File: src/zx_pager_pkg.sv
//==========================================================
// Shared types and constants of the paging unit
// Machine model, bus cycle kinds, paging byte views and
// address constants
//==========================================================

package zx_pager_pkg;

	//==========================================================
	// Widths and address constants
	//==========================================================

	localparam int RAM_ADDR_W = 25;
	localparam int CPU_ADDR_W = 16;

	// Prefix above the 4-bit ROM page, lands at bit 18 of RAM address
	localparam logic [3:0] ROM_REGION = 4'b1010;

	//==========================================================
	// Enumerations
	//==========================================================

	typedef enum logic [1:0] {
		model_48    = 2'd0,
		model_128   = 2'd1,
		model_plus3 = 2'd2
	} machine_model_t;

	typedef enum logic [1:0] {
		cyc_mem_rd = 2'd0,
		cyc_mem_wr = 2'd1,
		cyc_io_wr  = 2'd2
	} cycle_kind_t;

	//==========================================================
	// Paging byte, one data byte seen as 7FFD or 1FFD
	//==========================================================

	// 128K paging port
	typedef struct packed {
		logic [1:0] unused;
		logic       lock;
		logic       rom_lo;
		logic       scr;
		logic [2:0] bank;
	} page_7ffd_t;

	// +3 paging port, motor is kept but drives nothing here
	typedef struct packed {
		logic [3:0] unused;
		logic       motor;
		logic [1:0] special_cfg;
		logic       special;
	} page_1ffd_t;

	typedef union packed {
		page_7ffd_t p7ffd;
		page_1ffd_t p1ffd;
	} paging_byte_t;

endpackage
File: src/zx_pager.sv
//==========================================================
// Memory paging unit top level
// Chains bus decode, paging registers and address map
//==========================================================

`timescale 1ns/1ps

module zx_pager
	import zx_pager_pkg::*;
#(
	parameter logic [RAM_ADDR_W-1:0] RAM_BASE = '0
) (
	input  logic                  clk_sys,
	input  logic                  reset,
	input  machine_model_t        model,

	// CPU bus
	input  logic                  bus_valid,
	input  cycle_kind_t           bus_kind,
	input  logic [CPU_ADDR_W-1:0] bus_addr,
	input  logic [7:0]            bus_data,
	output logic                  bus_ready,

	// External RAM
	output logic                  ram_valid,
	output logic [RAM_ADDR_W-1:0] ram_addr,
	output logic                  ram_we,
	output logic                  ram_rd,
	output logic [7:0]            ram_din,
	input  logic                  ram_ready,

	// ULA port state
	output logic [2:0]            border,
	output logic                  ear,
	output logic                  mic
);

	// Stage 1 to stage 2
	logic                  s1_valid;
	logic                  s1_ready;
	cycle_kind_t           s1_kind;
	logic [CPU_ADDR_W-1:0] s1_addr;
	logic [7:0]            s1_data;
	logic                  s1_sel_7ffd;
	logic                  s1_sel_1ffd;
	logic                  s1_sel_fe;

	// Stage 2 to stage 3
	logic                  s2_valid;
	logic                  s2_ready;
	cycle_kind_t           s2_kind;
	logic [CPU_ADDR_W-1:0] s2_addr;
	logic [7:0]            s2_data;
	paging_byte_t          s2_page7;
	paging_byte_t          s2_page3;
	machine_model_t        s2_model;

	bus_decode u_bus_decode (
		.clk_sys     (clk_sys),
		.reset       (reset),
		.bus_valid   (bus_valid),
		.bus_kind    (bus_kind),
		.bus_addr    (bus_addr),
		.bus_data    (bus_data),
		.bus_ready   (bus_ready),
		.s1_ready    (s1_ready),
		.s1_valid    (s1_valid),
		.s1_kind     (s1_kind),
		.s1_addr     (s1_addr),
		.s1_data     (s1_data),
		.s1_sel_7ffd (s1_sel_7ffd),
		.s1_sel_1ffd (s1_sel_1ffd),
		.s1_sel_fe   (s1_sel_fe)
	);

	paging_regs u_paging_regs (
		.clk_sys     (clk_sys),
		.reset       (reset),
		.model       (model),
		.s1_valid    (s1_valid),
		.s1_kind     (s1_kind),
		.s1_addr     (s1_addr),
		.s1_data     (s1_data),
		.s1_sel_7ffd (s1_sel_7ffd),
		.s1_sel_1ffd (s1_sel_1ffd),
		.s1_sel_fe   (s1_sel_fe),
		.s1_ready    (s1_ready),
		.s2_ready    (s2_ready),
		.s2_valid    (s2_valid),
		.s2_kind     (s2_kind),
		.s2_addr     (s2_addr),
		.s2_data     (s2_data),
		.s2_page7    (s2_page7),
		.s2_page3    (s2_page3),
		.s2_model    (s2_model),
		.border      (border),
		.ear         (ear),
		.mic         (mic)
	);

	address_map #(
		.RAM_BASE (RAM_BASE)
	) u_address_map (
		.clk_sys   (clk_sys),
		.reset     (reset),
		.s2_valid  (s2_valid),
		.s2_kind   (s2_kind),
		.s2_addr   (s2_addr),
		.s2_data   (s2_data),
		.s2_page7  (s2_page7),
		.s2_page3  (s2_page3),
		.s2_model  (s2_model),
		.s2_ready  (s2_ready),
		.ram_ready (ram_ready),
		.ram_valid (ram_valid),
		.ram_addr  (ram_addr),
		.ram_we    (ram_we),
		.ram_rd    (ram_rd),
		.ram_din   (ram_din)
	);

endmodule

File: src/address_map.sv
//==========================================================
// Stage 3 of the pager pipeline
// RAM address, ROM write protection and the RAM request
//==========================================================

`timescale 1ns/1ps

module address_map
	import zx_pager_pkg::*;
#(
	parameter logic [RAM_ADDR_W-1:0] RAM_BASE = '0
) (
	input  logic                  clk_sys,
	input  logic                  reset,

	// From stage 2
	input  logic                  s2_valid,
	input  cycle_kind_t           s2_kind,
	input  logic [CPU_ADDR_W-1:0] s2_addr,
	input  logic [7:0]            s2_data,
	input  paging_byte_t          s2_page7,
	input  paging_byte_t          s2_page3,
	input  machine_model_t        s2_model,
	output logic                  s2_ready,

	// RAM request
	input  logic                  ram_ready,
	output logic                  ram_valid,
	output logic [RAM_ADDR_W-1:0] ram_addr,
	output logic                  ram_we,
	output logic                  ram_rd,
	output logic [7:0]            ram_din
);

	logic [1:0]            slot;
	logic                  special;
	logic [3:0]            rom_page;
	logic [2:0]            bank;
	logic [7:0]            region;
	logic [RAM_ADDR_W-1:0] addr_next;
	logic                  is_rd;
	logic                  is_wr;
	logic                  wr_ok;

	assign slot    = s2_addr[15:14];
	assign special = s2_page3.p1ffd.special;
	assign is_rd   = (s2_kind == cyc_mem_rd);
	assign is_wr   = (s2_kind == cyc_mem_wr);

	// Slot 0 is ROM unless an all-RAM mode is on
	assign wr_ok = special | (slot != 2'd0);

	//==========================================================
	// Region select
	//==========================================================

	always_comb begin
		case (s2_model)
			model_plus3:
				rom_page = {2'b10, s2_page3.p1ffd.special_cfg[1], s2_page7.p7ffd.rom_lo};
			model_128:
				rom_page = {3'b011, s2_page7.p7ffd.rom_lo};
			default:
				rom_page = 4'b0111;
		endcase
	end

	always_comb begin
		if (special) begin
			// All-RAM bank tables of the +3
			case (s2_page3.p1ffd.special_cfg)
				2'd0: bank = {1'b0, slot};
				2'd1: bank = {1'b1, slot};
				2'd2: bank = (slot == 2'd3) ? 3'd3 : {1'b1, slot};
				default: begin
					case (slot)
						2'd0:    bank = 3'd4;
						2'd1:    bank = 3'd7;
						2'd2:    bank = 3'd6;
						default: bank = 3'd3;
					endcase
				end
			endcase
		end else begin
			case (slot)
				2'd1:    bank = 3'd5;
				2'd2:    bank = 3'd2;
				default: bank = s2_page7.p7ffd.bank;
			endcase
		end
	end

	assign region    = (~special && slot == 2'd0) ? {ROM_REGION, rom_page} : {5'd0, bank};
	assign addr_next = RAM_BASE + {3'd0, region, s2_addr[13:0]};

	//==========================================================
	// Output register
	//==========================================================

	assign s2_ready = ~ram_valid | ram_ready;

	always_ff @(posedge clk_sys) begin
		if (reset) begin
			ram_valid <= 1'b0;
			ram_addr  <= '0;
			ram_we    <= 1'b0;
			ram_rd    <= 1'b0;
			ram_din   <= '0;
		end else if (s2_ready) begin
			// A blocked ROM write leaves without a request
			ram_valid <= s2_valid & ~(is_wr & ~wr_ok);
			if (s2_valid) begin
				ram_addr <= addr_next;
				ram_we   <= is_wr & wr_ok;
				ram_rd   <= is_rd;
				ram_din  <= s2_data;
			end
		end
	end

endmodule

File: src/paging_regs.sv
//==========================================================
// Stage 2 of the pager pipeline
// 7FFD, 1FFD and ULA port registers, consumes I/O writes
// and tags memory cycles with the current paging state
//==========================================================

`timescale 1ns/1ps

module paging_regs
	import zx_pager_pkg::*;
(
	input  logic                  clk_sys,
	input  logic                  reset,
	input  machine_model_t        model,

	// From stage 1
	input  logic                  s1_valid,
	input  cycle_kind_t           s1_kind,
	input  logic [CPU_ADDR_W-1:0] s1_addr,
	input  logic [7:0]            s1_data,
	input  logic                  s1_sel_7ffd,
	input  logic                  s1_sel_1ffd,
	input  logic                  s1_sel_fe,
	output logic                  s1_ready,

	// Towards stage 3
	input  logic                  s2_ready,
	output logic                  s2_valid,
	output cycle_kind_t           s2_kind,
	output logic [CPU_ADDR_W-1:0] s2_addr,
	output logic [7:0]            s2_data,
	output paging_byte_t          s2_page7,
	output paging_byte_t          s2_page3,
	output machine_model_t        s2_model,

	// ULA port state
	output logic [2:0]            border,
	output logic                  ear,
	output logic                  mic
);

	logic           item_valid;
	logic           sel_7ffd_q;
	logic           sel_1ffd_q;
	logic           sel_fe_q;
	logic           is_io;
	logic           consume_io;
	logic           wr_7ffd;
	logic           wr_1ffd;
	logic           wr_fe;
	paging_byte_t   page7_q;
	paging_byte_t   page3_q;
	machine_model_t model_q;

	//==========================================================
	// Handshake
	//==========================================================

	assign is_io      = (s2_kind == cyc_io_wr);
	assign consume_io = item_valid & is_io;

	// I/O writes never go downstream, they drain here
	assign s2_valid = item_valid & ~is_io;
	assign s1_ready = ~item_valid | is_io | s2_ready;

	//==========================================================
	// Port write qualification
	//==========================================================

	// 7FFD needs A14 high on +3, where A14 low is the 1FFD space
	assign wr_7ffd = consume_io & sel_7ffd_q & (model_q != model_48) &
		~page7_q.p7ffd.lock & ((model_q != model_plus3) | s2_addr[14]);
	assign wr_1ffd = consume_io & sel_1ffd_q & (model_q == model_plus3) &
		~page7_q.p7ffd.lock;
	assign wr_fe   = consume_io & sel_fe_q;

	// Paging state only moves when an I/O item drains, so it is
	// stable for any memory item held here
	assign s2_page7 = page7_q;
	assign s2_page3 = page3_q;
	assign s2_model = model_q;

	//==========================================================
	// Stage register
	//==========================================================

	always_ff @(posedge clk_sys) begin
		if (reset) begin
			item_valid <= 1'b0;
			s2_kind    <= cyc_mem_rd;
			s2_addr    <= '0;
			s2_data    <= '0;
			sel_7ffd_q <= 1'b0;
			sel_1ffd_q <= 1'b0;
			sel_fe_q   <= 1'b0;
		end else if (s1_ready) begin
			item_valid <= s1_valid;
			if (s1_valid) begin
				s2_kind    <= s1_kind;
				s2_addr    <= s1_addr;
				s2_data    <= s1_data;
				sel_7ffd_q <= s1_sel_7ffd;
				sel_1ffd_q <= s1_sel_1ffd;
				sel_fe_q   <= s1_sel_fe;
			end
		end
	end

	//==========================================================
	// Paging and ULA registers
	//==========================================================

	always_ff @(posedge clk_sys) begin
		if (reset) begin
			// Model is taken while reset is held
			model_q <= model;
			page7_q <= '0;
			page3_q <= '0;
			border  <= '0;
			ear     <= 1'b0;
			mic     <= 1'b0;
		end else begin
			if (wr_7ffd)
				page7_q <= paging_byte_t'(s2_data);
			if (wr_1ffd)
				page3_q <= paging_byte_t'(s2_data);
			// ULA port, bit 4 ear and bit 3 mic
			if (wr_fe) begin
				border <= s2_data[2:0];
				ear    <= s2_data[4];
				mic    <= s2_data[3];
			end
		end
	end

endmodule

File: src/bus_decode.sv
//==========================================================
// Stage 1 of the pager pipeline
// Registers bus cycles and decodes the I/O port selects
//==========================================================

`timescale 1ns/1ps

module bus_decode
	import zx_pager_pkg::*;
(
	input  logic                  clk_sys,
	input  logic                  reset,

	// CPU bus side
	input  logic                  bus_valid,
	input  cycle_kind_t           bus_kind,
	input  logic [CPU_ADDR_W-1:0] bus_addr,
	input  logic [7:0]            bus_data,
	output logic                  bus_ready,

	// Towards stage 2
	input  logic                  s1_ready,
	output logic                  s1_valid,
	output cycle_kind_t           s1_kind,
	output logic [CPU_ADDR_W-1:0] s1_addr,
	output logic [7:0]            s1_data,
	output logic                  s1_sel_7ffd,
	output logic                  s1_sel_1ffd,
	output logic                  s1_sel_fe
);

	logic io_wr;
	logic dec_7ffd;
	logic dec_1ffd;
	logic dec_fe;

	//==========================================================
	// Port decode, I/O writes only
	//==========================================================

	assign io_wr = (bus_kind == cyc_io_wr);

	// Partial decode as on the real machines
	assign dec_7ffd = io_wr & ~bus_addr[15] & ~bus_addr[1];
	assign dec_1ffd = io_wr & ~bus_addr[1] & bus_addr[12] &
		~bus_addr[13] & ~bus_addr[14] & ~bus_addr[15];
	assign dec_fe   = io_wr & ~bus_addr[0];

	// Room when empty or the held item leaves this cycle
	assign bus_ready = ~s1_valid | s1_ready;

	//==========================================================
	// Stage register
	//==========================================================

	always_ff @(posedge clk_sys) begin
		if (reset) begin
			s1_valid    <= 1'b0;
			s1_kind     <= cyc_mem_rd;
			s1_addr     <= '0;
			s1_data     <= '0;
			s1_sel_7ffd <= 1'b0;
			s1_sel_1ffd <= 1'b0;
			s1_sel_fe   <= 1'b0;
		end else if (bus_ready) begin
			s1_valid <= bus_valid;
			if (bus_valid) begin
				s1_kind     <= bus_kind;
				s1_addr     <= bus_addr;
				s1_data     <= bus_data;
				s1_sel_7ffd <= dec_7ffd;
				s1_sel_1ffd <= dec_1ffd;
				s1_sel_fe   <= dec_fe;
			end
		end
	end

endmodule

File: config.mk
export PLATFORM = sky130hd
export DESIGN_NAME = zx_pager
export DESIGN_NICKNAME = d
export VERILOG_FILES = /design/src/zx_pager_pkg.sv /design/src/zx_pager.sv /design/src/address_map.sv /design/src/paging_regs.sv /design/src/bus_decode.sv
export SDC_FILE = /design/constraint.sdc
export NUM_CORES = 1
export LEC_CHECK = 0
export CAP_MARGIN = 15
export CORE_ASPECT_RATIO = 1.4
export CORE_MARGIN = 8
export CORE_UTILIZATION = 55
export CTS_CLUSTER_SIZE = 8
export DETAILED_ROUTE_END_ITERATION = 6
export DONT_BUFFER_PORTS = 1
export GPL_TIMING_DRIVEN = 0
export PLACE_DENSITY = 0.7
export SYNTH_ARGS = -nofsm -noshare
export SYNTH_HDL_FRONTEND = slang
export SYNTH_HIERARCHICAL = 1
export SYNTH_SLANG_ARGS = --single-unit
File: constraint.sdc
create_clock -name clk_sys -period 4 [get_ports clk_sys]
set_input_delay 0.2 -clock clk_sys [delete_from_list [all_inputs] [get_ports clk_sys]]
set_output_delay 0.2 -clock clk_sys [all_outputs]
set_load 0.005 [all_outputs]
==> flow_results.org <==
** Power
- The share of total power dissipated in the clock network is 41.6%.
- Part of the power in combinational logic :: 6.8%
- Internal power summed over all cells :: 1.65 mW
- In this run the power density over the cells is 418 nW/um^2.
- Total power for the finished layout comes to 2.13 mW.
- Leakage power figure :: 1.85 nW
- In this run switching power makes up 22.7% of total power.
- Registers are responsible for 51.6% of the overall power.
- VDD sags by at most 279 uV.
- Net switching power of the design :: 0.484 mW

** Global route
- Number of global-route vias before repair :: 3359
- The number of antenna violations at the first check in global routing is 0.
- Global routing finished with a remaining overflow of 0.
- Gr usage total :: 17.8%
- Wire length of the first global-routing pass :: 16300 microns
- Entering global routing, the biggest net connects 18 pins.

** Route
- The detailed router placed 3384 vias in this run.
- After detailed routing, the total wire length is 10300 microns.
- The first TritonRoute pass finished after 4 iterations.
- In the routed layout, each cell is associated on average with a via count of 5.41.
- The count of nets left with antenna violations once routing finished came out at 0.
- After detailed routing, the average wire length per cell comes to 16.4 microns.
- In this run, the number of DRC markers left after iteration 0 of detailed routing was 118.
- After detailed routing, the number of remaining DRC violations is 0.

** Critical path
- At the worst endpoint, the required time is 4.21 ns.
- Among cell families on the critical path, the largest total delay comes from compound AO/OA/AOI/OAI gates.
- The slowest stage of the critical path belongs to the cell a2111oi_0.
- STA classifies the critical path endpoint as a register.
- CP bufs+invs :: 1
- Traced cell by cell, the critical path runs through inv_1, ha_1, nand2b_1, a2111oi_0, a211o_1, a21oi_2.
- Worst Path Class, Setup :: register to register
- STA puts the critical path data arrival time at 2.02 ns.
- Peak per-stage delay on the critical path :: 0.44 ns
- In this run the worst path has a maximum fanout of 8.
- The setup check on the worst reg-to-reg path leaves a slack of 2.20 ns.
- Setup crit start kind :: register

** Clocking
- Counting every sink on the clock net gives 105.
- The number of gates resized after CTS was 0.
- TritonCTS clock tree :: yes
- Worst skew pair latency :: 0.34 ns
- Clock edge transition at the registers on the reported setup and hold paths :: 0.07 ns
- Clk root buf :: clkbuf_16
- Clock tree buffer depth :: 2
- CTS H-Tree Depth :: 3
- Num CTS Buffers :: 9

** Placement
- Summed over all nets, the half-perimeter wirelength after detailed placement is 7870 microns.
- In this run the cell area measured after placement is 4740 sq um.
- GPL Wtd Cong :: 0.808
- The count of buffers added on input and output ports is 0.
- Including well taps, the total number of placed cells is 604.

** Timing
- For the final routed database, the setup TNS stands at 0 ns.
- Share of the clock period used by the worst path :: 45.1%
- Number of failing hold endpoints at the final stage :: 0
- Tmin final :: 1.80 ns
- Clock Skews :: 0.00607 ns
- Derived from the worst setup path, the maximum achievable clock frequency is 0.554 GHz.
- Hold is met by 0.0157 ns.
- Setup repair after global routing left no endpoint under its margin.
- Setup violations remaining at the end of the flow were counted as 0.
- At the pin with the least slew margin, the transition time is 0.642 ns.
- In this run the tightest slew margin relative to its limit is 57.2%.
- Slew Limit Fails :: 0

** Floorplan
- The die covers 11600 sq um.
- Count of standard-cell rows :: 39
- In this run the standard cell core region covers 8150 sq um.
- Initial core utilization :: 56.4%
- In this run the vertical extent of the chip is 124 microns.
- Number of ports placed on the die boundary :: 74
- From left edge to right edge, the die measures 93.3 microns.

** Layout
- Area Overhead vs Synth :: 10.9%
- FILL cells :: 708
- The finished cells cover 5100 sq um.
- Count of inserted antenna diode cells :: 0
- Area used by multi-input combinational logic :: 2150 sq um
- Number of nets at the end of the flow :: 556
- Cells with a size suffix above 1 make up 14.1% of the layout.
- Count of placed standard cells in the final layout, fillers left out :: 625
- Register cell area after layout :: 2120 sq um

** Yosys
- Mean instance size in the synthesized netlist :: 9.23 sq um
- The cell count after synthesis came out at 498.
- During synthesis, Yosys emitted a total of 6 warnings.
- Area of the mapped netlist :: 4600 sq um

** Run
- Number of max-cap violations :: 0

** Worst hold path
- HP Class :: input port to register

** Run status
- The run finished with clean final reports.
## power groups by stage
| stage | logic, mW | registers [mW] | clock network (mW) |
|---|---|---|---|
| after floorplan | 0.115 | 1.11 | 0 |
| after global placement | 0.137 | 1.12 | 0 |
| after CTS | 0.146 | 1.10 | 0.902 |
| final | 0.146 | 1.10 | 0.886 |
| after global routing | 0.160 | 1.10 | 0.950 |
| after detailed placement | 0.141 | 1.12 | 0 |
## metrics by stage
step           utilization [%]  setup WS [ns]
6_report                  62.5           2.20
5_1_grt                   62.5           2.14
4_1_cts                   62.5           2.21
3_5_place_dp              58.2           2.23
3_3_place_gp              58.2           2.30
2_1_floorplan                -           2.48
## final cells by class
type	count	share of cell area [%]
Multi-Input combinational cell	342	42.2
Clock buffer	10	4.69
Clock inverter	6	1.33
Tap cell	102	2.50
Timing Repair Buffer	5	0.982
Inverter	10	0.737
Sequential cell	105	41.6
Buffer	45	5.94
## cells in the final DEF, fill, tap and decap left out, types with 3 or more instances in the layout
cell	instances
clkbuf_1	15
o21ai_2	10
buf_2	4
o211ai_1	3
nor2_1	8
nand2_1	52
buf_6	3
buf_4	21
inv_1	9
a21oi_2	11
mux2i_1	38
dfxtp_1	103
clkbuf_16	9
dlygate4sd3_1	5
o21ai_0	25
conb_1	5
nand2b_1	65
nand3_1	36
ha_1	6
a21oi_1	52
## metal layers
metal  vias to the layer above  track usage, %  part of all wire (%)  wire (microns)
li1                       1720               -                     -               -
met1                      1570            20.6                    43            4370
met2                        82            29.9                    49            4980
met3                        12            5.31                   6.8             701
met4                         0            7.58                   2.0             207
met5                         -               0                     0               0
## final timing paths
check,cells after the start,to,from
worst max-delay path,6,u_address_map/ram_addr[15],u_paging_regs/s2_addr[14]
worst min-delay path,2,u_bus_decode/s1_data[7],bus_data[7]
worst max register to register,6,u_address_map/ram_addr[15],u_paging_regs/s2_addr[14]
worst min register to register,2,u_bus_decode/s1_sel_1ffd,u_bus_decode/s1_sel_1ffd
## sequential cells by signal, indices dropped and copies added (netlist names), 2 cells and up
signal	count
u_paging_regs/s2_addr	16
u_paging_regs/s2_page3	3
u_paging_regs/s2_model	2
u_paging_regs/s2_page7	5
u_paging_regs/s2_kind	2
u_address_map/ram_din	8
u_bus_decode/s1_kind	2
u_paging_regs/s2_data	8
u_address_map/ram_addr	19
u_paging_regs/border	3
u_bus_decode/s1_addr	16
u_bus_decode/s1_data	8
## timing repair
| item | in CTS | in global routing |
|---|---|---|
| setup buffers | 0 | 0 |
| hold buffers | 5 | 0 |
| endpoints found under the hold margin | 6 | 0 |
(Power assumes the default switching activity.)
